`src/rv_consts.svh`:
```
`ifndef RV_CONSTS_SVH
`define RV_CONSTS_SVH

`define RV_XLEN 64

// major opcodes
`define RV_OP_OP        7'b0110011
`define RV_OP_OP_IMM    7'b0010011
`define RV_OP_OP_32     7'b0111011
`define RV_OP_OP_IMM_32 7'b0011011
`define RV_OP_LUI       7'b0110111
`define RV_OP_AUIPC     7'b0010111
`define RV_OP_JAL       7'b1101111
`define RV_OP_JALR      7'b1100111
`define RV_OP_BRANCH    7'b1100011

`define RV_F3_ADD  3'b000
`define RV_F3_SLL  3'b001
`define RV_F3_SLT  3'b010
`define RV_F3_SLTU 3'b011
`define RV_F3_XOR  3'b100
`define RV_F3_SR   3'b101 // srl and sra share it
`define RV_F3_OR   3'b110
`define RV_F3_AND  3'b111

`define RV_F3_BEQ  3'b000
`define RV_F3_BNE  3'b001
`define RV_F3_BLT  3'b100
`define RV_F3_BGE  3'b101
`define RV_F3_BLTU 3'b110
`define RV_F3_BGEU 3'b111

`define RV_F7_BASE 7'h00
`define RV_F7_ALT  7'h20 // sub, sra

`define RV_ALU_ADD    4'd0
`define RV_ALU_SUB    4'd1
`define RV_ALU_SLL    4'd2
`define RV_ALU_SRL    4'd3
`define RV_ALU_SRA    4'd4
`define RV_ALU_XOR    4'd5
`define RV_ALU_OR     4'd6
`define RV_ALU_AND    4'd7
`define RV_ALU_SLT    4'd8
`define RV_ALU_SLTU   4'd9
`define RV_ALU_PASS_B 4'd10

`endif

```
`src/rvPkg.sv`:
```
`include "rv_consts.svh"

package rvPkg;

    typedef struct packed {
        logic [6:0] funct7;
        logic [4:0] rs2;
        logic [4:0] rs1;
        logic [2:0] funct3;
        logic [4:0] rd;
        logic [6:0] opcode;
    } rType_s;

    typedef struct packed {
        logic [11:0] imm11_0;
        logic [4:0]  rs1;
        logic [2:0]  funct3;
        logic [4:0]  rd;
        logic [6:0]  opcode;
    } iType_s;

    typedef struct packed {
        logic [6:0] imm11_5;
        logic [4:0] rs2;
        logic [4:0] rs1;
        logic [2:0] funct3;
        logic [4:0] imm4_0;
        logic [6:0] opcode;
    } sType_s;

    typedef struct packed {
        logic       imm12;
        logic [5:0] imm10_5;
        logic [4:0] rs2;
        logic [4:0] rs1;
        logic [2:0] funct3;
        logic [3:0] imm4_1;
        logic       imm11;
        logic [6:0] opcode;
    } bType_s;

    typedef struct packed {
        logic [19:0] imm31_12;
        logic [4:0]  rd;
        logic [6:0]  opcode;
    } uType_s;

    typedef struct packed {
        logic       imm20;
        logic [9:0] imm10_1;
        logic       imm11;
        logic [7:0] imm19_12;
        logic [4:0] rd;
        logic [6:0] opcode;
    } jType_s;

    typedef union packed {
        rType_s rType;
        iType_s iType;
        sType_s sType;
        bType_s bType;
        uType_s uType;
        jType_s jType;
    } instWord_u;

    typedef struct packed {
        instWord_u              inst;
        logic [`RV_XLEN-1:0]    pc;
        logic [`RV_XLEN-1:0]    rs1Val;
        logic [`RV_XLEN-1:0]    rs2Val;
    } issueReq_s;

    typedef struct packed {
        logic [3:0]             aluOp;
        logic                   selA; // 1 rs1, 0 pc
        logic                   selB; // 1 rs2, 0 imm
        logic                   isBranch;
        logic                   isJal;
        logic                   isJalr;
        logic [2:0]             brFunct3;
        logic                   word32;
        logic                   writeRd;
        logic [4:0]             rd;
        logic                   illegal;
        logic [`RV_XLEN-1:0]    imm;
        logic [`RV_XLEN-1:0]    pc;
        logic [`RV_XLEN-1:0]    rs1Val;
        logic [`RV_XLEN-1:0]    rs2Val;
    } decoded_s;

    typedef struct packed {
        logic [`RV_XLEN-1:0]    result;
        logic [`RV_XLEN-1:0]    link;
        logic [`RV_XLEN-1:0]    nextPc;
        logic                   isJump;
        logic                   word32;
        logic                   writeRd;
        logic [4:0]             rd;
        logic                   illegal;
    } executed_s;

    typedef struct packed {
        logic                   writeRd;
        logic [4:0]             rd;
        logic [`RV_XLEN-1:0]    result;
        logic [`RV_XLEN-1:0]    nextPc;
        logic                   illegal;
    } retire_s;

endpackage

```
`src/decodeStage.sv`:
```
`timescale 1ns/100ps
`include "rv_consts.svh"

module decodeStage (
    input  logic              clk,
    input  logic              arstN,
    input  logic              inValid,
    input  rvPkg::issueReq_s  in,
    output logic              outValid,
    output rvPkg::decoded_s   out
);

    rvPkg::instWord_u       inst;
    rvPkg::decoded_s        dec;
    logic [6:0]             opcode;
    logic [2:0]             funct3;
    logic [6:0]             funct7;
    logic [`RV_XLEN-1:0]    immI;
    logic [`RV_XLEN-1:0]    immB;
    logic [`RV_XLEN-1:0]    immU;
    logic [`RV_XLEN-1:0]    immJ;

    assign inst   = in.inst;
    assign opcode = inst.rType.opcode;
    assign funct3 = inst.rType.funct3;
    assign funct7 = inst.rType.funct7;

    assign immI = {{52{inst.iType.imm11_0[11]}}, inst.iType.imm11_0};
    assign immB = {{51{inst.bType.imm12}}, inst.bType.imm12, inst.bType.imm11,
                   inst.bType.imm10_5, inst.bType.imm4_1, 1'b0};
    assign immU = {{32{inst.uType.imm31_12[19]}}, inst.uType.imm31_12, 12'b0};
    assign immJ = {{43{inst.jType.imm20}}, inst.jType.imm20, inst.jType.imm19_12,
                   inst.jType.imm11, inst.jType.imm10_1, 1'b0};

    always_comb begin
        dec          = '0;
        dec.aluOp    = `RV_ALU_ADD;
        dec.selA     = 1'b1;
        dec.selB     = 1'b1;
        dec.brFunct3 = funct3;
        dec.rd       = inst.rType.rd;
        dec.imm      = immI;
        dec.pc       = in.pc;
        dec.rs1Val   = in.rs1Val;
        dec.rs2Val   = in.rs2Val;
        case (opcode)
            `RV_OP_OP: begin
                dec.writeRd = 1'b1;
                case (funct7)
                    `RV_F7_BASE: case (funct3)
                        `RV_F3_ADD:  dec.aluOp = `RV_ALU_ADD;
                        `RV_F3_SLL:  dec.aluOp = `RV_ALU_SLL;
                        `RV_F3_SLT:  dec.aluOp = `RV_ALU_SLT;
                        `RV_F3_SLTU: dec.aluOp = `RV_ALU_SLTU;
                        `RV_F3_XOR:  dec.aluOp = `RV_ALU_XOR;
                        `RV_F3_SR:   dec.aluOp = `RV_ALU_SRL;
                        `RV_F3_OR:   dec.aluOp = `RV_ALU_OR;
                        default:     dec.aluOp = `RV_ALU_AND;
                    endcase
                    `RV_F7_ALT: case (funct3)
                        `RV_F3_ADD: dec.aluOp = `RV_ALU_SUB;
                        `RV_F3_SR:  dec.aluOp = `RV_ALU_SRA;
                        default:    dec.illegal = 1'b1;
                    endcase
                    default: dec.illegal = 1'b1; // mul/div not handled
                endcase
            end
            `RV_OP_OP_IMM: begin
                dec.writeRd = 1'b1;
                dec.selB    = 1'b0;
                case (funct3)
                    `RV_F3_ADD:  dec.aluOp = `RV_ALU_ADD;
                    `RV_F3_SLT:  dec.aluOp = `RV_ALU_SLT;
                    `RV_F3_SLTU: dec.aluOp = `RV_ALU_SLTU;
                    `RV_F3_XOR:  dec.aluOp = `RV_ALU_XOR;
                    `RV_F3_OR:   dec.aluOp = `RV_ALU_OR;
                    `RV_F3_AND:  dec.aluOp = `RV_ALU_AND;
                    `RV_F3_SLL: begin
                        dec.aluOp   = `RV_ALU_SLL;
                        dec.illegal = (funct7[6:1] != `RV_F7_BASE >> 1); // bit 25 is shamt[5]
                    end
                    default: begin
                        if (funct7[6:1] == (`RV_F7_ALT >> 1)) begin
                            dec.aluOp = `RV_ALU_SRA;
                        end else begin
                            dec.aluOp   = `RV_ALU_SRL;
                            dec.illegal = (funct7[6:1] != `RV_F7_BASE >> 1);
                        end
                    end
                endcase
            end
            `RV_OP_OP_32: begin
                dec.writeRd = 1'b1;
                dec.word32  = 1'b1;
                case ({funct7, funct3})
                    {`RV_F7_BASE, `RV_F3_ADD}: dec.aluOp = `RV_ALU_ADD;
                    {`RV_F7_BASE, `RV_F3_SLL}: dec.aluOp = `RV_ALU_SLL;
                    {`RV_F7_BASE, `RV_F3_SR}:  dec.aluOp = `RV_ALU_SRL;
                    {`RV_F7_ALT, `RV_F3_ADD}:  dec.aluOp = `RV_ALU_SUB;
                    {`RV_F7_ALT, `RV_F3_SR}:   dec.aluOp = `RV_ALU_SRA;
                    default:                   dec.illegal = 1'b1;
                endcase
            end
            `RV_OP_OP_IMM_32: begin
                dec.writeRd = 1'b1;
                dec.word32  = 1'b1;
                dec.selB    = 1'b0;
                if (funct3 == `RV_F3_ADD) begin
                    dec.aluOp = `RV_ALU_ADD; // addiw, funct7 is immediate
                end else begin
                    case ({funct7, funct3})
                        {`RV_F7_BASE, `RV_F3_SLL}: dec.aluOp = `RV_ALU_SLL;
                        {`RV_F7_BASE, `RV_F3_SR}:  dec.aluOp = `RV_ALU_SRL;
                        {`RV_F7_ALT, `RV_F3_SR}:   dec.aluOp = `RV_ALU_SRA;
                        default:                   dec.illegal = 1'b1;
                    endcase
                end
            end
            `RV_OP_LUI: begin
                dec.writeRd = 1'b1;
                dec.selB    = 1'b0;
                dec.imm     = immU;
                dec.aluOp   = `RV_ALU_PASS_B;
            end
            `RV_OP_AUIPC: begin
                dec.writeRd = 1'b1;
                dec.selA    = 1'b0;
                dec.selB    = 1'b0;
                dec.imm     = immU;
            end
            `RV_OP_JAL: begin
                dec.writeRd = 1'b1;
                dec.isJal   = 1'b1;
                dec.imm     = immJ;
            end
            `RV_OP_JALR: begin
                dec.writeRd = 1'b1;
                dec.isJalr  = 1'b1;
                dec.illegal = (funct3 != 3'b000);
            end
            `RV_OP_BRANCH: begin
                dec.isBranch = 1'b1;
                dec.imm      = immB;
                dec.illegal  = (funct3 == 3'b010) || (funct3 == 3'b011);
            end
            default: dec.illegal = 1'b1; // loads, stores, system
        endcase
        if (dec.illegal) begin // falls through to pc+4
            dec.writeRd  = 1'b0;
            dec.isBranch = 1'b0;
            dec.isJal    = 1'b0;
            dec.isJalr   = 1'b0;
        end
    end

    always_ff @(posedge clk or negedge arstN) begin
        if (!arstN) begin
            outValid <= 1'b0;
        end else begin
            outValid <= inValid;
        end
    end

    always_ff @(posedge clk) begin
        if (inValid) begin
            out <= dec;
        end
    end

    // issue strobe never X out of reset
    validKnown: assert property (@(posedge clk) disable iff (!arstN) !$isunknown(inValid));

endmodule

```
`src/executeStage.sv`:
```
`timescale 1ns/100ps
`include "rv_consts.svh"

module executeStage (
    input  logic              clk,
    input  logic              arstN,
    input  logic              inValid,
    input  rvPkg::decoded_s   in,
    output logic              outValid,
    output rvPkg::executed_s  out
);

    logic [`RV_XLEN-1:0]    opA;
    logic [`RV_XLEN-1:0]    opB;
    logic [5:0]             shamt;
    logic [`RV_XLEN-1:0]    srlSrc;
    logic [`RV_XLEN-1:0]    sraSrc;
    logic [`RV_XLEN-1:0]    aluResult;
    logic [`RV_XLEN-1:0]    link;
    logic [`RV_XLEN-1:0]    jalrTarget;
    logic [`RV_XLEN-1:0]    nextPc;
    logic                   taken;

    assign opA   = in.selA ? in.rs1Val : in.pc;
    assign opB   = in.selB ? in.rs2Val : in.imm;
    assign shamt = in.word32 ? {1'b0, opB[4:0]} : opB[5:0];

    // W right shifts only see the low word of rs1
    assign srlSrc = in.word32 ? {32'b0, opA[31:0]} : opA;
    assign sraSrc = in.word32 ? {{32{opA[31]}}, opA[31:0]} : opA;

    always_comb begin
        case (in.aluOp)
            `RV_ALU_ADD:    aluResult = opA + opB;
            `RV_ALU_SUB:    aluResult = opA - opB;
            `RV_ALU_SLL:    aluResult = opA << shamt;
            `RV_ALU_SRL:    aluResult = srlSrc >> shamt;
            `RV_ALU_SRA:    aluResult = $signed(sraSrc) >>> shamt;
            `RV_ALU_XOR:    aluResult = opA ^ opB;
            `RV_ALU_OR:     aluResult = opA | opB;
            `RV_ALU_AND:    aluResult = opA & opB;
            `RV_ALU_SLT:    aluResult = {{(`RV_XLEN-1){1'b0}}, $signed(opA) < $signed(opB)};
            `RV_ALU_SLTU:   aluResult = {{(`RV_XLEN-1){1'b0}}, opA < opB};
            `RV_ALU_PASS_B: aluResult = opB; // lui
            default:        aluResult = '0;
        endcase
    end

    always_comb begin
        case (in.brFunct3)
            `RV_F3_BEQ:  taken = (in.rs1Val == in.rs2Val);
            `RV_F3_BNE:  taken = (in.rs1Val != in.rs2Val);
            `RV_F3_BLT:  taken = ($signed(in.rs1Val) < $signed(in.rs2Val));
            `RV_F3_BGE:  taken = ($signed(in.rs1Val) >= $signed(in.rs2Val));
            `RV_F3_BLTU: taken = (in.rs1Val < in.rs2Val);
            `RV_F3_BGEU: taken = (in.rs1Val >= in.rs2Val);
            default:     taken = 1'b0;
        endcase
    end

    assign link       = in.pc + 64'd4;
    assign jalrTarget = in.rs1Val + in.imm;

    always_comb begin
        if ((in.isBranch && taken) || in.isJal) begin
            nextPc = in.pc + in.imm;
        end else if (in.isJalr) begin
            nextPc = {jalrTarget[`RV_XLEN-1:1], 1'b0};
        end else begin
            nextPc = link;
        end
    end

    always_ff @(posedge clk or negedge arstN) begin
        if (!arstN) begin
            outValid <= 1'b0;
        end else begin
            outValid <= inValid;
        end
    end

    always_ff @(posedge clk) begin
        if (inValid) begin
            out.result  <= aluResult;
            out.link    <= link;
            out.nextPc  <= nextPc;
            out.isJump  <= in.isJal || in.isJalr;
            out.word32  <= in.word32;
            out.writeRd <= in.writeRd;
            out.rd      <= in.rd;
            out.illegal <= in.illegal;
        end
    end

    // decode must never flag one word as both
    branchJalExclusive: assert property (@(posedge clk) disable iff (!arstN)
        inValid |-> !(in.isBranch && in.isJal));

endmodule

```
`src/rvExecPipe.sv`:
```
`timescale 1ns/100ps

module rvExecPipe (
    input  logic              clk,
    input  logic              arstN,
    input  logic              issueValid,
    input  rvPkg::issueReq_s  issue,
    output logic              retireValid,
    output rvPkg::retire_s    retire
);

    logic               decValid;
    rvPkg::decoded_s    decoded;
    logic               exeValid;
    rvPkg::executed_s   executed;

    decodeStage i_decode (
        .clk      (clk),
        .arstN    (arstN),
        .inValid  (issueValid),
        .in       (issue),
        .outValid (decValid),
        .out      (decoded)
    );

    executeStage i_execute (
        .clk      (clk),
        .arstN    (arstN),
        .inValid  (decValid),
        .in       (decoded),
        .outValid (exeValid),
        .out      (executed)
    );

    writebackStage i_writeback (
        .clk      (clk),
        .arstN    (arstN),
        .inValid  (exeValid),
        .in       (executed),
        .outValid (retireValid),
        .out      (retire)
    );

endmodule

```
`src/writebackStage.sv`:
```
`timescale 1ns/100ps
`include "rv_consts.svh"

module writebackStage (
    input  logic              clk,
    input  logic              arstN,
    input  logic              inValid,
    input  rvPkg::executed_s  in,
    output logic              outValid,
    output rvPkg::retire_s    out
);

    logic [`RV_XLEN-1:0]    result;
    logic                   writeRd;

    always_comb begin
        if (in.isJump) begin
            result = in.link;
        end else if (in.word32) begin
            result = {{32{in.result[31]}}, in.result[31:0]};
        end else begin
            result = in.result;
        end
    end

    assign writeRd = in.writeRd && !in.illegal && (in.rd != 5'd0); // x0 never written

    always_ff @(posedge clk or negedge arstN) begin
        if (!arstN) begin
            outValid <= 1'b0;
        end else begin
            outValid <= inValid;
        end
    end

    always_ff @(posedge clk) begin
        if (inValid) begin
            out.writeRd <= writeRd;
            out.rd      <= in.rd;
            out.result  <= result;
            out.nextPc  <= in.nextPc;
            out.illegal <= in.illegal;
        end
    end

endmodule

```
`config.mk`:
```
export PLATFORM = sky130hd
export DESIGN_NAME = rvExecPipe
export DESIGN_NICKNAME = d
export VERILOG_FILES = /design/src/rvPkg.sv /design/src/decodeStage.sv /design/src/executeStage.sv /design/src/rvExecPipe.sv /design/src/writebackStage.sv
export VERILOG_INCLUDE_DIRS = /design/src /design/src/src
export SDC_FILE = /design/constraint.sdc
export NUM_CORES = 2
export LEC_CHECK = 0
export BUFFER_PORTS_ARGS = -buffer_cell sky130_fd_sc_hd__buf_2
export CORE_MARGIN = 2
export CORE_UTILIZATION = 45
export CTS_BUF_LIST = sky130_fd_sc_hd__clkbuf_16
export DETAILED_ROUTE_END_ITERATION = 10
export PLACE_DENSITY_LB_ADDON = 0.25
export RECOVER_POWER = 100
export SLEW_MARGIN = 20
export SYNTH_ARGS = -nofsm -noshare
export SYNTH_HDL_FRONTEND = slang
export SYNTH_SLANG_ARGS = --single-unit
```
`constraint.sdc`:
```
create_clock -name clk -period 6.5 [get_ports clk]
set_input_delay 0.65 -clock clk [delete_from_list [all_inputs] [get_ports clk]]
set_output_delay 0.65 -clock clk [all_outputs]
set_load 0.03 [all_outputs]
```
# == Yosys cells after proc, flatten, opt, wreduce, memory -nomap -nowiden ==
# Cells that the tools add are included.
# Widths: inputs -> output; s select.
# op_classes
n_addsub,5
order_cmp,6
eq_ne,39
n_shift,3
n_mux,36
n_bitwise,3
reduce_logical,24
# ops
cell,count
$pmux 64 s11,1
$mux 64,8
$lt 64x64->1,4
$add 64x64->64,3
$ge 64x64->1,2
$pmux 31 s3,1
$add 64x3->64 const B,1
$and 64x64->64,1
$eq 64x64->1,1
$ne 64x64->1,1
$or 64x64->64,1
$shl 64x6->64,1
$shr 64x6->64,1
$sshr 64x6->64,1
$sub 64x64->64,1
$xor 64x64->64,1
$pmux 4 s7,2
$eq 7x6->1 const B,4
$eq 3x3->1 const B,8
$eq 7x5->1 const B,3
$eq 7x7->1 const B,3
$eq 10x9->1 const B,2
$pmux 4 s5,1
$eq 4x3->1 const B,4
other kinds (34),60
# totals
regBits,583
input_bits,227
out_inout_bits,136
wordCells,147

# == Longest topological paths before layout ==
# logic_depth
word_depth,5
ltp_mapped,23
depth_no_buf,17

# == Hierarchy ==
# Synthesis repeated with hierarchy kept, for this count alone.
# hier_totals
cells_unflattened,5993
hier_area_um2,51852.2
# modules_own_cells
module,n_inst,cells_per_inst,area_per_inst_um2
executeStage,1,5287,38091.5
decodeStage,1,419,8394.3
writebackStage,1,287,5366.4

# == Worst setup path after synthesis ==
# OpenSTA, ideal clock, no wires.
# synth_path
path_kind,reg2reg
from,"register, netlist name i_decode.out[223]"
to,register i_execute.out[197] (netlist name) (data pin)
setup_ns,0.261
t_arrival_ns,5.344
slack_ns,0.896
stages_incl_launch_ff,18
path_buffers,3
period_less_slack_ns,5.604
path_cell_list,edfxtp_1 -> nor2b_1 -> clkbuf_1 -> buf_1 -> a21oi_1 -> ha_1 -> clkbuf_1 -> nor4_1 -> and3_2 -> nand3_1 -> a211o_1 -> o211ai_1 -> o21a_1 -> o311a_1 -> o21ai_2 -> and2_4 -> o311a_1 -> o32a_1
# synth_via
elab_chain_len,3
word_cells_on_any_way,7
cone_classes,add/sub: 2; mux: 2; bitwise: 3
# synth_lines
element,line,text
$mux 64 *,executeStage.sv:25,assign opB = in.selB ? in.rs2Val : in.imm;
"$sub 64x64->64, or another cell as far along",executeStage.sv:35,`RV_ALU_SUB: aluResult = opA - opB;
$pmux 64 s11 *,executeStage.sv:33,case (in.aluOp)
named net i_execute.aluResult[60],executeStage.sv:18,logic [`RV_XLEN-1:0] aluResult;
"end, declared",executeStage.sv:10,output rvPkg::executed_s out
# Mark *: on every way through the listed nets, which the timed path passes. The rest lies on a longest branch.
# A chain may end at the register's enable or synchronous reset.

# == Worst setup path after layout ==
# layout_path
from,register i_decode.out[270] (netlist name)
to,register i_execute.out[165] (netlist name) (data pin)
# layout_via
elab_chain_len,4
word_cells_on_any_way,11
cone_classes,add/sub: 2; shift: 3; mux: 3; bitwise: 3
# layout_lines
element,line,text
"start, declared",decodeStage.sv:10,output rvPkg::decoded_s out
"start signal, assigned",decodeStage.sv:166,out <= dec;
$mux 64 *,executeStage.sv:25,
branches (longest 2 deep; another with $sub 64x64->64),--,
$pmux 64 s11 *,executeStage.sv:33,
named net i_execute.aluResult[28],executeStage.sv:18,
# Mark *: on every way through the listed nets, which the timed path passes.

==> results.json <==
{
  "clk_pin_slew_ns": 0.06,
  "grt_max_degree": 149,
  "syn-instance-count": 6084,
  "crit_type": "reg -> reg",
  "critPathLaunchType": "flop",
  "h-tree-depth": 3,
  "drive_gt1_share_pct": 9.348,
  "dr_total_vias": 52740,
  "power_frac_seq_pct": 32.1,
  "drv_slew": 800,
  "initial_core_util_pct": 45.52,
  "antenna_found_initial": 25,
  "setup_tns_ns": 0,
  "grt_pass1_wl_mm": 358.2,
  "violations": "capacitance limit, slew limit",
  "final_design_area_no_fill_um2": 57540,
  "synthFlopType": "edfxtp_1",
  "synth_edf_count": 580,
  "final_cell_mix": "667 x a21oi_1, 621 x nand2_1, 580 x edfxtp_1",
  "fp-row-count": 124,
  "preCtsSetupSlack_ns": 0.9028,
  "grt-ovfl-total": 0,
  "hold_viol": 0,
  "finalCritPeriodShare_pct": 95.08,
  "dieArea_um2": 118700,
  "grt_pass1_vias": 48350,
  "max-vdd-ir-drop_uv": 253.3,
  "cp.required_ns": 6.84,
  "die_y_um": 344.6,
  "timing.fmax_mhz": 161.8,
  "endpoint_kind": "flop",
  "coreArea_um2": 114700,
  "synth_area_per_cell_um2": 8.578,
  "yosysWarnings": 0,
  "setup_violations": 0,
  "slew_headroom_pct": -277.1,
  "area_growth_syn_to_layout_pct": 10.25,
  "max_cap_viol_count": 12,
  "tritoncts": "done",
  "ff2ff_setup_slack_ns": 0.32,
  "synth_top_area_cell": "edfxtp_1",
  "power.clock.fraction_pct": 25.3,
  "finalPower_uw": 16030,
  "crit_arrival_ns": 6.52,
  "swShare_pct": 43.17,
  "cts_max_path_buffers": 3,
  "yosys.area.top_type_share_pct": 33.37,
  "synth.distinct_cells": 118,
  "powerDensity_nw_per_um2": 278.7,
  "die_x_um": 344.6,
  "hold_path_startpoint": "issue[60]",
  "final_common_cell": "a21oi_1",
  "syn_area_um2": 52190,
  "r2r_start": "i_decode.out[270]$_DFFE_PP_",
  "async_flop_share_pct": 0.5146,
  "status": "complete, but fails checks",
  "place_hpwl_mm": 206.8,
  "synth-seq-cells": 583,
  "seq_area_frac_synth_pct": 33.51,
  "ant_nets": 0,
  "ios": 363,
  "power_switching_uw": 6922,
  "timing.final.ws_setup_ns": 0.3197,
  "min_period_ns": 6.180,
  "drtIter0Drc": 7294,
  "gp_congestion": 1.095,
  "placedInstanceArea_um2": 55500,
  "startpoint": "i_decode.out[270]$_DFFE_PP_",
  "rsz0062_at_grt": "no",
  "crit_fanout": 69,
  "cts-buffers-inserted": 69,
  "p_int_uw": 9113,
  "syn-num-nets": 6698,
  "io_buffers": 362,
  "tightest_slew_ns": 5.657,
  "post_cts_buffers": 0,
  "clockRootBuffer": "clkbuf_16",
  "p_leak_uw": 0.02351,
  "grtUsageTotal_pct": 42.24,
  "via_per_inst": 6.712,
  "wl_per_cell_um": 32.98,
  "hp-class": "in -> reg",
  "synthTopCellsByArea": "edfxtp_1 33%, ha_1 9.2%, a21oi_1 6.4%",
  "drc": 0,
  "wirelength_mm": 259.1,
  "fin_nets": 6893,
  "drt-pass1-iter-count": 6,
  "cts.sinks": 583,
  "power_frac_comb_pct": 42.6,
  "clock_latency_ns": 0.69,
  "fin_worst_skew_ns": 0.07267
}
critical path, cell delays in order, from the launching register on:
cell and delay (ns):
edfxtp_1 0.54, mux2_4 0.61, inv_8 0.26, clkbuf_2 1.36, nand2_1 0.25, o21ai_0 0.22
or2_2 0.19, a31oi_1 0.18, mux4_2 0.66, a221oi_1 0.64, buf_4 0.28, o21ai_1 0.07
a31oi_1 0.17, buf_4 0.24, o21ai_0 0.11
synth_stat cells, types with 22 or more instances:
| cell | n |
|---|---|
| edfxtp_1 | 580 |
| nand3_1 | 113 |
| nand2b_1 | 36 |
| o221ai_1 | 45 |
| ha_1 | 383 |
| o21bai_1 | 57 |
| and2_1 | 32 |
| buf_2 | 75 |
| o31ai_1 | 30 |
| nor4_1 | 31 |
| a211o_1 | 23 |
| xnor2_1 | 149 |
| a221oi_1 | 57 |
| a31oi_1 | 67 |
| mux2_2 | 83 |
| xor2_1 | 77 |
| inv_1 | 293 |
| nor3_1 | 86 |
| or3_1 | 30 |
| a221o_1 | 22 |
| nor2b_1 | 42 |
| a21oi_1 | 667 |
| o21ai_0 | 466 |
| mux2i_1 | 260 |
| a21o_1 | 169 |
| nand4_1 | 67 |
| and3_1 | 59 |
| o22ai_1 | 81 |
| o211ai_1 | 74 |
| nor2_1 | 543 |
| a211oi_1 | 115 |
| o21a_1 | 26 |
| buf_1 | 47 |
| nand2_1 | 622 |
| clkbuf_1 | 232 |
state kept, by name (all words and copies together), names as in the netlist:
register	cells
i_writeback.outValid	1
i_decode.outValid	1
i_execute.outValid	1
i_execute.out	201
i_decode.out	244
i_writeback.out	135
kinds of logic (layout without fill, tap and decap cells):
group / after synthesis / count (layout) / synth area share (%)
buffers and inverters: 700 / 949 / 5.814
AND/OR/NAND/NOR: 1738 / 1738 / 15.01
XOR/XNOR: 226 / 226 / 3.793
AO/OA/AOI/OAI: 2085 / 2085 / 25.12
adder cells (fa/ha/maj): 387 / 387 / 9.335
flip-flops: 583 / 583 / 33.51
other: 0 / 12 / 0
multiplexers: 365 / 365 / 7.410
power by group through the flow:
stage	Combinational (uW)	Clock (uW)	Sequential, uW
5_1_grt	7170	4240	5160
6_report	6830	4050	5150
4_1_cts	6570	4100	5110
3_3_place_gp	6560	0	5190
3_5_place_dp	6530	0	5180
2_1_floorplan	4090	0	5080
worst paths after layout:
kind | depth (start not counted) | to
worst min-delay path | 1 | i_decode.out[60]$_DFFE_PP_
worst max-delay path | 14 | i_execute.out[165]$_DFFE_PP_
worst max register to register | 14 | i_execute.out[165]$_DFFE_PP_
min in group asynchronous | 2 | i_decode.outValid$_DFF_PN0_
max in group asynchronous | 2 | i_execute.outValid$_DFF_PN0_
worst min register to register | 0 | i_writeback.out[41]$_DFFE_PP_
timing repair:
item,in CTS,in global routing
hold endpoints to repair,3,0
hold buffers,1,0
gates resized for setup,0,0
final cells by class:
class / instances / area, um2
clock buffer: 69 / 1727
clock inverter: 56 / 643.1
multi-input combinational: 4801 / 31750
timing repair buffer: 518 / 2844
sequential: 583 / 17490
fill: 11080 / 57110
inverter: 306 / 1165
antenna: 12 / 30.03
tap: 1512 / 1892
layer usage:
metal  wire length, um  vias to the layer above  global-route usage, %
met5               171                        -                      0
met4             14870                       26                  20.36
met3             33320                      694                  12.92
met2            105000                     3505                  60.27
met1            105800                    25510                  57.85
li1                  -                    23010                      -
through the flow:
step	utilization (%)	instances	hold WS (ns)
3_5_place_dp	48.41	7718	0.4045
4_1_cts	50.48	7844	0.1098
6_report	50.19	7857	0.1338
2_1_floorplan	-	6084	0.3544
5_1_grt	50.16	7845	0.1336
3_3_place_gp	48.41	7718	0.4019
Power figures use the tool's default switching activity.
